File: config.mk
export PLATFORM = sky130hd
export DESIGN_NAME = rv_core_top
export DESIGN_NICKNAME = d
export VERILOG_FILES = /design/src/rv_pkg.sv /design/src/alu.sv /design/src/inst_decoder.sv /design/src/lsu.sv /design/src/pc_unit.sv /design/src/reg_file.sv /design/src/rv_core_top.sv
export SDC_FILE = /design/constraint.sdc
export NUM_CORES = 2
export LEC_CHECK = 0
export ABC_CLOCK_PERIOD_IN_PS = 9700
export BUFFER_PORTS_ARGS = -buffer_cell sky130_fd_sc_hd__buf_4
export CORE_ASPECT_RATIO = 1.2
export CORE_MARGIN = 3
export CORE_UTILIZATION = 40
export DETAILED_ROUTE_END_ITERATION = 12
export PLACE_DENSITY_LB_ADDON = 0.25
export SYNTH_ARGS = -nofsm -noshare
export SYNTH_HDL_FRONTEND = slang
export SYNTH_SLANG_ARGS = --single-unit
File: constraint.sdc
create_clock -name clk -period 9.7 [get_ports clk]
set_input_delay 0.97 -clock clk [delete_from_list [all_inputs] [get_ports clk]]
set_output_delay 0.97 -clock clk [all_outputs]
set_load 0.03 [all_outputs]
File: src/rv_pkg.sv
`default_nettype none

package rv_pkg;

  localparam int xlen       = 32;
  localparam int reg_addr_w = 5;

  // major opcodes, inst[6:0]
  localparam logic [6:0] op_lui    = 7'b011_0111;
  localparam logic [6:0] op_auipc  = 7'b001_0111;
  localparam logic [6:0] op_jal    = 7'b110_1111;
  localparam logic [6:0] op_jalr   = 7'b110_0111;
  localparam logic [6:0] op_branch = 7'b110_0011;
  localparam logic [6:0] op_load   = 7'b000_0011;
  localparam logic [6:0] op_store  = 7'b010_0011;
  localparam logic [6:0] op_imm    = 7'b001_0011;
  localparam logic [6:0] op_reg    = 7'b011_0011;
  localparam logic [6:0] op_system = 7'b111_0011;

  // branch conditions
  localparam logic [2:0] f3_beq  = 3'b000;
  localparam logic [2:0] f3_bne  = 3'b001;
  localparam logic [2:0] f3_blt  = 3'b100;
  localparam logic [2:0] f3_bge  = 3'b101;
  localparam logic [2:0] f3_bltu = 3'b110;
  localparam logic [2:0] f3_bgeu = 3'b111;

  // load/store widths
  localparam logic [2:0] f3_byte   = 3'b000;
  localparam logic [2:0] f3_half   = 3'b001;
  localparam logic [2:0] f3_word   = 3'b010;
  localparam logic [2:0] f3_byte_u = 3'b100;
  localparam logic [2:0] f3_half_u = 3'b101;

  localparam logic [31:0] inst_ebreak = 32'h0010_0073;

  typedef enum logic [3:0] {
    alu_add,
    alu_sub,
    alu_sll,
    alu_slt,
    alu_sltu,
    alu_xor,
    alu_srl,
    alu_sra,
    alu_or,
    alu_and
  } alu_op_e;

  // write-back source
  typedef enum logic [2:0] {
    wb_alu,
    wb_load,
    wb_pc_plus4,
    wb_imm,     // lui
    wb_pc_imm   // auipc
  } wb_sel_e;

  typedef struct packed {
    logic [reg_addr_w-1:0] rd;
    logic                  reg_we;
    alu_op_e               alu_op;
    logic                  alu_src_imm;  // operand b is imm, not rs2
    wb_sel_e               wb_sel;
    logic                  is_branch;
    logic                  is_jal;
    logic                  is_jalr;
    logic                  mem_re;
    logic                  mem_we;
    logic [2:0]            mem_size;     // funct3, also branch condition
    logic                  is_ebreak;
    logic [xlen-1:0]       imm;
  } ctrl_t;

endpackage

`default_nettype wire

File: src/alu.sv
`timescale 1ns/10ps
`default_nettype none

module alu import rv_pkg::*; (
  input  wire alu_op_e     op,
  input  wire [xlen-1:0]   a,
  input  wire [xlen-1:0]   b,
  output logic [xlen-1:0]  result
);

  logic [4:0]      shamt;
  logic            lt_s;
  logic            lt_u;
  logic [xlen-1:0] sra_res;

  assign shamt   = b[4:0];
  assign lt_s    = $signed(a) < $signed(b);
  assign lt_u    = a < b;
  assign sra_res = $signed(a) >>> shamt;

  always_comb begin
    case (op)
      alu_add:  result = a + b;         // also load/store address
      alu_sub:  result = a - b;
      alu_sll:  result = a << shamt;
      alu_slt:  result = {{(xlen-1){1'b0}}, lt_s};
      alu_sltu: result = {{(xlen-1){1'b0}}, lt_u};
      alu_xor:  result = a ^ b;
      alu_srl:  result = a >> shamt;
      alu_sra:  result = sra_res;
      alu_or:   result = a | b;
      alu_and:  result = a & b;
      default:  result = '0;
    endcase
  end

endmodule

`default_nettype wire

File: src/inst_decoder.sv
`timescale 1ns/10ps
`default_nettype none

module inst_decoder import rv_pkg::*; (
  input  wire [31:0]            inst,
  output logic [reg_addr_w-1:0] rs1_addr,
  output logic [reg_addr_w-1:0] rs2_addr,
  output ctrl_t                 ctrl
);

  logic [6:0]      opcode;
  logic [2:0]      funct3;
  logic            alt;      // inst[30], sub/sra select
  logic [xlen-1:0] imm_i;
  logic [xlen-1:0] imm_s;
  logic [xlen-1:0] imm_b;
  logic [xlen-1:0] imm_u;
  logic [xlen-1:0] imm_j;

  // extend from bit (bits-1), shared by every immediate format
  function automatic logic [xlen-1:0] sext(input logic [xlen-1:0] v, input int bits);
    logic [xlen-1:0] left;
    left = v << (xlen - bits);
    return $signed(left) >>> (xlen - bits);
  endfunction

  function automatic alu_op_e alu_from_f3(input logic [2:0] f3, input logic sub_sra);
    case (f3)
      3'b000:  return sub_sra ? alu_sub : alu_add;
      3'b001:  return alu_sll;
      3'b010:  return alu_slt;
      3'b011:  return alu_sltu;
      3'b100:  return alu_xor;
      3'b101:  return sub_sra ? alu_sra : alu_srl;
      3'b110:  return alu_or;
      default: return alu_and;
    endcase
  endfunction

  assign opcode   = inst[6:0];
  assign funct3   = inst[14:12];
  assign alt      = inst[30];
  assign rs1_addr = inst[19:15];
  assign rs2_addr = inst[24:20];

  assign imm_i = sext({20'b0, inst[31:20]}, 12);
  assign imm_s = sext({20'b0, inst[31:25], inst[11:7]}, 12);
  assign imm_b = sext({19'b0, inst[31], inst[7], inst[30:25], inst[11:8], 1'b0}, 13);
  assign imm_j = sext({11'b0, inst[31], inst[19:12], inst[20], inst[30:21], 1'b0}, 21);
  assign imm_u = {inst[31:12], 12'b0};

  always_comb begin
    ctrl    = '0;         // unknown opcode: nothing enabled
    ctrl.rd = inst[11:7];
    case (opcode)
      op_lui: begin
        ctrl.reg_we = 1'b1;
        ctrl.wb_sel = wb_imm;
        ctrl.imm    = imm_u;
      end
      op_auipc: begin
        ctrl.reg_we = 1'b1;
        ctrl.wb_sel = wb_pc_imm;
        ctrl.imm    = imm_u;
      end
      op_jal: begin
        ctrl.reg_we = 1'b1;
        ctrl.wb_sel = wb_pc_plus4;
        ctrl.is_jal = 1'b1;
        ctrl.imm    = imm_j;
      end
      op_jalr: begin
        ctrl.reg_we  = 1'b1;
        ctrl.wb_sel  = wb_pc_plus4;
        ctrl.is_jalr = 1'b1;
        ctrl.imm     = imm_i;
      end
      op_branch: begin
        ctrl.is_branch = 1'b1;
        ctrl.mem_size  = funct3;
        ctrl.imm       = imm_b;
      end
      op_load: begin
        ctrl.reg_we      = 1'b1;
        ctrl.mem_re      = 1'b1;
        ctrl.alu_src_imm = 1'b1;
        ctrl.wb_sel      = wb_load;
        ctrl.mem_size    = funct3;
        ctrl.imm         = imm_i;
      end
      op_store: begin
        ctrl.mem_we      = 1'b1;
        ctrl.alu_src_imm = 1'b1;
        ctrl.mem_size    = funct3;
        ctrl.imm         = imm_s;
      end
      op_imm: begin
        ctrl.reg_we      = 1'b1;
        ctrl.alu_src_imm = 1'b1;
        // only srai looks at bit 30, addi imm may have it set
        ctrl.alu_op      = alu_from_f3(funct3, alt && (funct3 == 3'b101));
        ctrl.imm         = imm_i;
      end
      op_reg: begin
        ctrl.reg_we = 1'b1;
        ctrl.alu_op = alu_from_f3(funct3, alt);
      end
      op_system: ctrl.is_ebreak = (inst == inst_ebreak);  // ecall/csr fall through as nop
      default: ;
    endcase
  end

endmodule

`default_nettype wire

File: src/lsu.sv
`timescale 1ns/10ps
`default_nettype none

module lsu import rv_pkg::*; (
  input  wire ctrl_t       ctrl,
  input  wire [xlen-1:0]   addr,
  input  wire [xlen-1:0]   rs2_data,
  input  wire [xlen-1:0]   rdata,
  input  wire [xlen-1:0]   alu_result,
  input  wire [xlen-1:0]   pc_plus4,
  input  wire [xlen-1:0]   pc_imm,
  input  wire              halted,
  output logic [3:0]       wstrb,
  output logic [xlen-1:0]  wdata,
  output logic             we,
  output logic [xlen-1:0]  wb_data,
  output logic             reg_we
);

  logic [4:0]      lane_shift;   // byte offset in bits
  logic [3:0]      mask;
  logic [xlen-1:0] rdata_sh;
  logic [xlen-1:0] load_data;
  logic            commit;

  assign commit     = ~halted & ~ctrl.is_ebreak;
  assign we         = ctrl.mem_we & commit;
  assign reg_we     = ctrl.reg_we & commit;
  assign lane_shift = {addr[1:0], 3'b000};

  // store side, data moved up to its lane
  assign wdata = rs2_data << lane_shift;

  always_comb begin
    case (ctrl.mem_size)
      f3_byte: mask = 4'b0001 << addr[1:0];
      f3_half: mask = 4'b0011 << addr[1:0];  // offset 2 gives 1100
      default: mask = 4'b1111;
    endcase
  end

  assign wstrb = we ? mask : 4'b0000;

  // load side
  assign rdata_sh = rdata >> lane_shift;

  always_comb begin
    load_data = '0;
    if (ctrl.mem_re) begin
      case (ctrl.mem_size)
        f3_byte:   load_data = {{24{rdata_sh[7]}}, rdata_sh[7:0]};
        f3_half:   load_data = {{16{rdata_sh[15]}}, rdata_sh[15:0]};
        f3_byte_u: load_data = {24'b0, rdata_sh[7:0]};
        f3_half_u: load_data = {16'b0, rdata_sh[15:0]};
        default:   load_data = rdata;    // lw
      endcase
    end
  end

  always_comb begin
    case (ctrl.wb_sel)
      wb_load:     wb_data = load_data;
      wb_pc_plus4: wb_data = pc_plus4;   // link
      wb_imm:      wb_data = ctrl.imm;
      wb_pc_imm:   wb_data = pc_imm;
      default:     wb_data = alu_result;
    endcase
  end

endmodule

`default_nettype wire

File: src/pc_unit.sv
`timescale 1ns/10ps
`default_nettype none

module pc_unit import rv_pkg::*; #(
  parameter logic [xlen-1:0] reset_pc = 32'h8000_0000
) (
  input  wire             clk,
  input  wire             rst_n,
  input  wire ctrl_t      ctrl,
  input  wire [xlen-1:0]  rs1_data,
  input  wire [xlen-1:0]  rs2_data,
  output logic [xlen-1:0] pc,
  output logic [xlen-1:0] pc_plus4,
  output logic [xlen-1:0] pc_imm,
  output logic            halted
);

  logic            taken;
  logic [xlen-1:0] jalr_sum;
  logic [xlen-1:0] next_pc;

  assign pc_plus4 = pc + 32'd4;
  assign pc_imm   = pc + ctrl.imm;    // branch/jal target, auipc result
  assign jalr_sum = rs1_data + ctrl.imm;

  // branch condition rides in mem_size
  always_comb begin
    case (ctrl.mem_size)
      f3_beq:  taken = (rs1_data == rs2_data);
      f3_bne:  taken = (rs1_data != rs2_data);
      f3_blt:  taken = ($signed(rs1_data) < $signed(rs2_data));
      f3_bge:  taken = ($signed(rs1_data) >= $signed(rs2_data));
      f3_bltu: taken = (rs1_data < rs2_data);
      f3_bgeu: taken = (rs1_data >= rs2_data);
      default: taken = 1'b0;
    endcase
  end

  always_comb begin
    if (halted || ctrl.is_ebreak) begin
      next_pc = pc;                     // frozen
    end else if (ctrl.is_jalr) begin
      next_pc = {jalr_sum[xlen-1:1], 1'b0};
    end else if (ctrl.is_jal || (ctrl.is_branch && taken)) begin
      next_pc = pc_imm;
    end else begin
      next_pc = pc_plus4;
    end
  end

  always_ff @(posedge clk or negedge rst_n) begin
    if (!rst_n) begin
      pc     <= reset_pc;
      halted <= 1'b0;
    end else begin
      pc <= next_pc;
      if (ctrl.is_ebreak) halted <= 1'b1;  // sticky until reset
    end
  end

endmodule

`default_nettype wire

File: src/reg_file.sv
`timescale 1ns/10ps
`default_nettype none

module reg_file import rv_pkg::*; (
  input  wire                   clk,
  input  wire                   rst_n,
  input  wire                   we,
  input  wire [reg_addr_w-1:0]  waddr,
  input  wire [xlen-1:0]        wdata,
  input  wire [reg_addr_w-1:0]  rs1_addr,
  input  wire [reg_addr_w-1:0]  rs2_addr,
  output logic [xlen-1:0]       rs1_data,
  output logic [xlen-1:0]       rs2_data
);

  logic [xlen-1:0] regs [1:31];  // x0 not stored

  always_ff @(posedge clk or negedge rst_n) begin
    if (!rst_n) begin
      for (int i = 1; i < 32; i++) regs[i] <= '0;
    end else if (we && (waddr != '0)) begin
      regs[waddr] <= wdata;
    end
  end

  // x0 reads back zero
  assign rs1_data = (rs1_addr == '0) ? '0 : regs[rs1_addr];
  assign rs2_data = (rs2_addr == '0) ? '0 : regs[rs2_addr];

endmodule

`default_nettype wire

File: src/rv_core_top.sv
`timescale 1ns/10ps
`default_nettype none

module rv_core_top import rv_pkg::*; #(
  parameter logic [xlen-1:0] reset_pc = 32'h8000_0000
) (
  input  wire              clk,
  input  wire              rst_n,
  output logic [31:0]      imem_addr,
  input  wire  [31:0]      imem_rdata,
  output logic [xlen-1:0]  dmem_addr,
  output logic             dmem_we,
  output logic [3:0]       dmem_wstrb,
  output logic [xlen-1:0]  dmem_wdata,
  input  wire  [xlen-1:0]  dmem_rdata,
  output logic             halted
);

  ctrl_t                 ctrl;
  logic [reg_addr_w-1:0] rs1_addr;
  logic [reg_addr_w-1:0] rs2_addr;
  logic [xlen-1:0]       rs1_data;
  logic [xlen-1:0]       rs2_data;
  logic [xlen-1:0]       alu_b;
  logic [xlen-1:0]       alu_result;
  logic [xlen-1:0]       pc;
  logic [xlen-1:0]       pc_plus4;
  logic [xlen-1:0]       pc_imm;
  logic [xlen-1:0]       wb_data;
  logic                  reg_we;
  logic                  no_commit;

  assign imem_addr = pc;
  assign dmem_addr = alu_result;
  assign alu_b     = ctrl.alu_src_imm ? ctrl.imm : rs2_data;

  // no stores while held in reset or after ebreak
  assign no_commit = halted | ~rst_n;

  pc_unit #(.reset_pc(reset_pc)) pc_unit_inst (
    .clk      (clk),
    .rst_n    (rst_n),
    .ctrl     (ctrl),
    .rs1_data (rs1_data),
    .rs2_data (rs2_data),
    .pc       (pc),
    .pc_plus4 (pc_plus4),
    .pc_imm   (pc_imm),
    .halted   (halted)
  );

  inst_decoder inst_decoder_inst (
    .inst     (imem_rdata),
    .rs1_addr (rs1_addr),
    .rs2_addr (rs2_addr),
    .ctrl     (ctrl)
  );

  reg_file reg_file_inst (
    .clk      (clk),
    .rst_n    (rst_n),
    .we       (reg_we),
    .waddr    (ctrl.rd),
    .wdata    (wb_data),
    .rs1_addr (rs1_addr),
    .rs2_addr (rs2_addr),
    .rs1_data (rs1_data),
    .rs2_data (rs2_data)
  );

  alu alu_inst (
    .op     (ctrl.alu_op),
    .a      (rs1_data),
    .b      (alu_b),
    .result (alu_result)
  );

  lsu lsu_inst (
    .ctrl       (ctrl),
    .addr       (alu_result),
    .rs2_data   (rs2_data),
    .rdata      (dmem_rdata),
    .alu_result (alu_result),
    .pc_plus4   (pc_plus4),
    .pc_imm     (pc_imm),
    .halted     (no_commit),
    .wstrb      (dmem_wstrb),
    .wdata      (dmem_wdata),
    .we         (dmem_we),
    .wb_data    (wb_data),
    .reg_we     (reg_we)
  );

endmodule

`default_nettype wire

==> results.cfg <==
[worst_setup_path]
cpMaxStageDelayCell = a2111oi_0
path_buf_inv = 6
path_common_cell = buf_4
worstPathRequired_ps = 8730
crit_family = compound AO/OA/AOI/OAI gates
crit_path_end_kind = output port
critPathLaunchType = input port
worst-path-max-fanout = 48
crit_path_cell_trace = buf_8 -> buf_4 -> mux4_2 -> o21ai_1 -> o21ai_0 -> nor3_4 -> nor2_4 -> ha_1 -> fa_1 -> nand2b_1 -> a21oi_1 -> o21ba_2 -> o22a_1 -> a221oi_1 -> buf_4 -> o21a_1 -> o21ai_0 -> a31oi_1 -> nor4_1 -> a2111oi_0 -> buf_4 -> nand2_1 -> buf_4 -> buf_4
crit_arrival_ps = 7970
worstSetupPathType = input port to output port
max_stage_delay_ps = 850

[floorplan]
rows = 167
core_region_area_um2 = 173000
ioPinCount = 168
die_area_um2 = 179000
die_h_um = 463
start_util_pct = 40.2
die_x_um = 387

[power]
comb_power_share_pct = 24.4
p_leak_uw = 0.0341
clkPwrFrac_pct = 36.7
seqPwrFrac_pct = 38.9
swShare_pct = 33.5
p_int_uw = 7880
power_switching_uw = 3970
power_density_nw_per_um2 = 151
peakVddDrop_mv = 0.159

[synthesis]
async_flop_share_pct = 100
ys_seq_area_share_pct = 36.9
ys_ff_latch = 1025
avgSynthCellArea_um2 = 9.61
syn-num-nets = 7495
ys_types = 107
syn-instance-count = 7234
synth-main-ff-cell = dfrtp_1
yosys_warnings = 0
synth-edff-count = 0
syn_area_um2 = 69500

[sta]
max-slew-margin-rel_pct = -5.98
setup_tns_ps = 0
slew_violations = 3
fin_crit_sh_pct = 92.2
clock.fmax_ghz = 0.112
rsz0062_at_grt = no
post-route-min-period_ps = 8940
skew_ps = 56.1
worst_pin_slew_ps = 1560
hold_viol_final = 0
setup_viol = 0

[route]
routedWlPerCell_um = 34.0
routed_wl_um = 327000
num_vias = 62600
drc_errors = 0
ant_nets = 0
first_pass_iters = 9
viasPerCell = 6.52
dr.first_iter.drc_count = 7179

[clocking]
post_cts_buffers = 0
cts_tree = built
htreeDepth = 3
clock-sinks = 1025
cts-resized-gates = 0
ctsLongestPathBuffers = 3
insertion_delay_ps = 770
cts_buffers = 105
ctsRootBufferMaster = clkbuf_16
postCtsHoldBufs = 0
clkSlewWorstSetupHoldPaths_ps = 60

[finish]
final_common_cell = dfrtp_1
final_core_util_pct = 45.3
area_delta_synth_final_pct = 12.5
drive_gt1_share_pct = 20.6
final_cell_mix = 1024 x dfrtp_1, 910 x nand2_1, 789 x o21ai_0, 623 x nor2_1, 564 x a21oi_1
fin_cells = 9602
nets = 7487

[placed_design]
dp_hpwl_um = 231000
numPortBuffers = 167
gp_congestion = 1.02
dp.cells = 9400

[hold_path]
hold_path_class = input port to asynchronous set/reset pin

[global_routing]
grt_pass1_vias = 60500
antenna_found_initial = 17
grt_max_degree = 166
overflow = 0
grt_pass1_wl_um = 460000
grtUsageTotal_pct = 35.6

[run_status]
outcome = finished, violations left
violations = capacitance limit, slew limit

[job]
max_cap_viol_count = 1
==> logic make-up after synthesis <==
| kind of cell | share of synthesized area [%] |
|---|---|
| XOR/XNOR | 1.08 |
| AND/OR/NAND/NOR | 12.7 |
| AO/OA/AOI/OAI | 19.2 |
| buffers and inverters | 5.02 |
| multiplexers | 21.6 |
| adder cells (fa/ha/maj) | 3.55 |
| flip-flops | 36.9 |
==> power by group through the flow <==
| stage | clock, uW | combinational [uW] | sequential, uW |
|---|---|---|---|
| final | 4350 | 2890 | 4610 |
| after global routing | 4560 | 3020 | 4630 |
| after CTS | 4400 | 2820 | 4600 |
| after detailed placement | 0 | 2810 | 4680 |
| after global placement | 0 | 2810 | 4670 |
| after floorplan | 0 | 1560 | 4690 |
==> Yosys cell counts, types with 60 or more instances <==
library cell | instances | area, um^2
inv_1 | 149 | 559
nand3_1 | 90 | 450
mux2i_1 | 265 | 2650
nor2_1 | 651 | 2440
o22ai_1 | 62 | 388
mux2_2 | 188 | 2120
a22oi_1 | 61 | 458
ha_1 | 191 | 2390
clkbuf_1 | 392 | 1470
buf_2 | 116 | 581
nor3_1 | 60 | 300
a21o_1 | 79 | 593
a21oi_1 | 570 | 2850
a211oi_1 | 87 | 653
nand2_1 | 921 | 3460
o21ai_0 | 792 | 3960
dfrtp_1 | 1024 | 25600
mux4_2 | 453 | 10200
==> registers in the layout, summed over array words and instances (netlist names) <==
register	flops
reg_file_inst.regs	992
pc_unit_inst.pc	32
pc_unit_inst.halted	1
==> final timing paths <==
kind,end,slack [ps],cells after the start,from
worst min-delay path,reg_file_inst.regs[271]$_DFFE_PN0P_,150,1,rst_n
worst max register to register,reg_file_inst.regs[628]$_DFFE_PN0P_,2090,24,reg_file_inst.regs[864]$_DFFE_PN0P_
max in group asynchronous,reg_file_inst.regs[961]$_DFFE_PN0P_,5790,5,rst_n
min in group clk,reg_file_inst.regs[149]$_DFFE_PN0P_,490,2,reg_file_inst.regs[149]$_DFFE_PN0P_
worst min register to register,reg_file_inst.regs[149]$_DFFE_PN0P_,490,2,reg_file_inst.regs[149]$_DFFE_PN0P_
worst max-delay path,dmem_addr[26],760,24,imem_rdata[20]
==> layer usage <==
metal	track usage [%]	routed length [um]	vias to the layer above
met3	6.42	26900	868
met4	23.5	26000	8
met1	45.3	127000	31700
li1	-	-	26600
met5	0	38	-
met2	55.6	147000	3403
==> per-stage QoR <==
step	hold slack (ps)	worst slack (ps)	power (uW)	cell area (um^2)
after CTS	101	843	11800	78200
after global placement	473	457	7480	74500
after floorplan	459	116	6250	69500
after global routing	149	415	12200	78200
final	147	758	11900	78200
after detailed placement	485	472	7490	74500
==> final cells by class <==
cell class,count,area [um^2]
clock buffer,153,3120
tap,2281,2850
timing repair buffer,530,4560
clock inverter,39,568
sequential,1025,25700
fill,16400,94600
multi-input combinational,5409,40900
antenna,10,25.0
inverter,155,584
(Power assumes the default switching activity.)
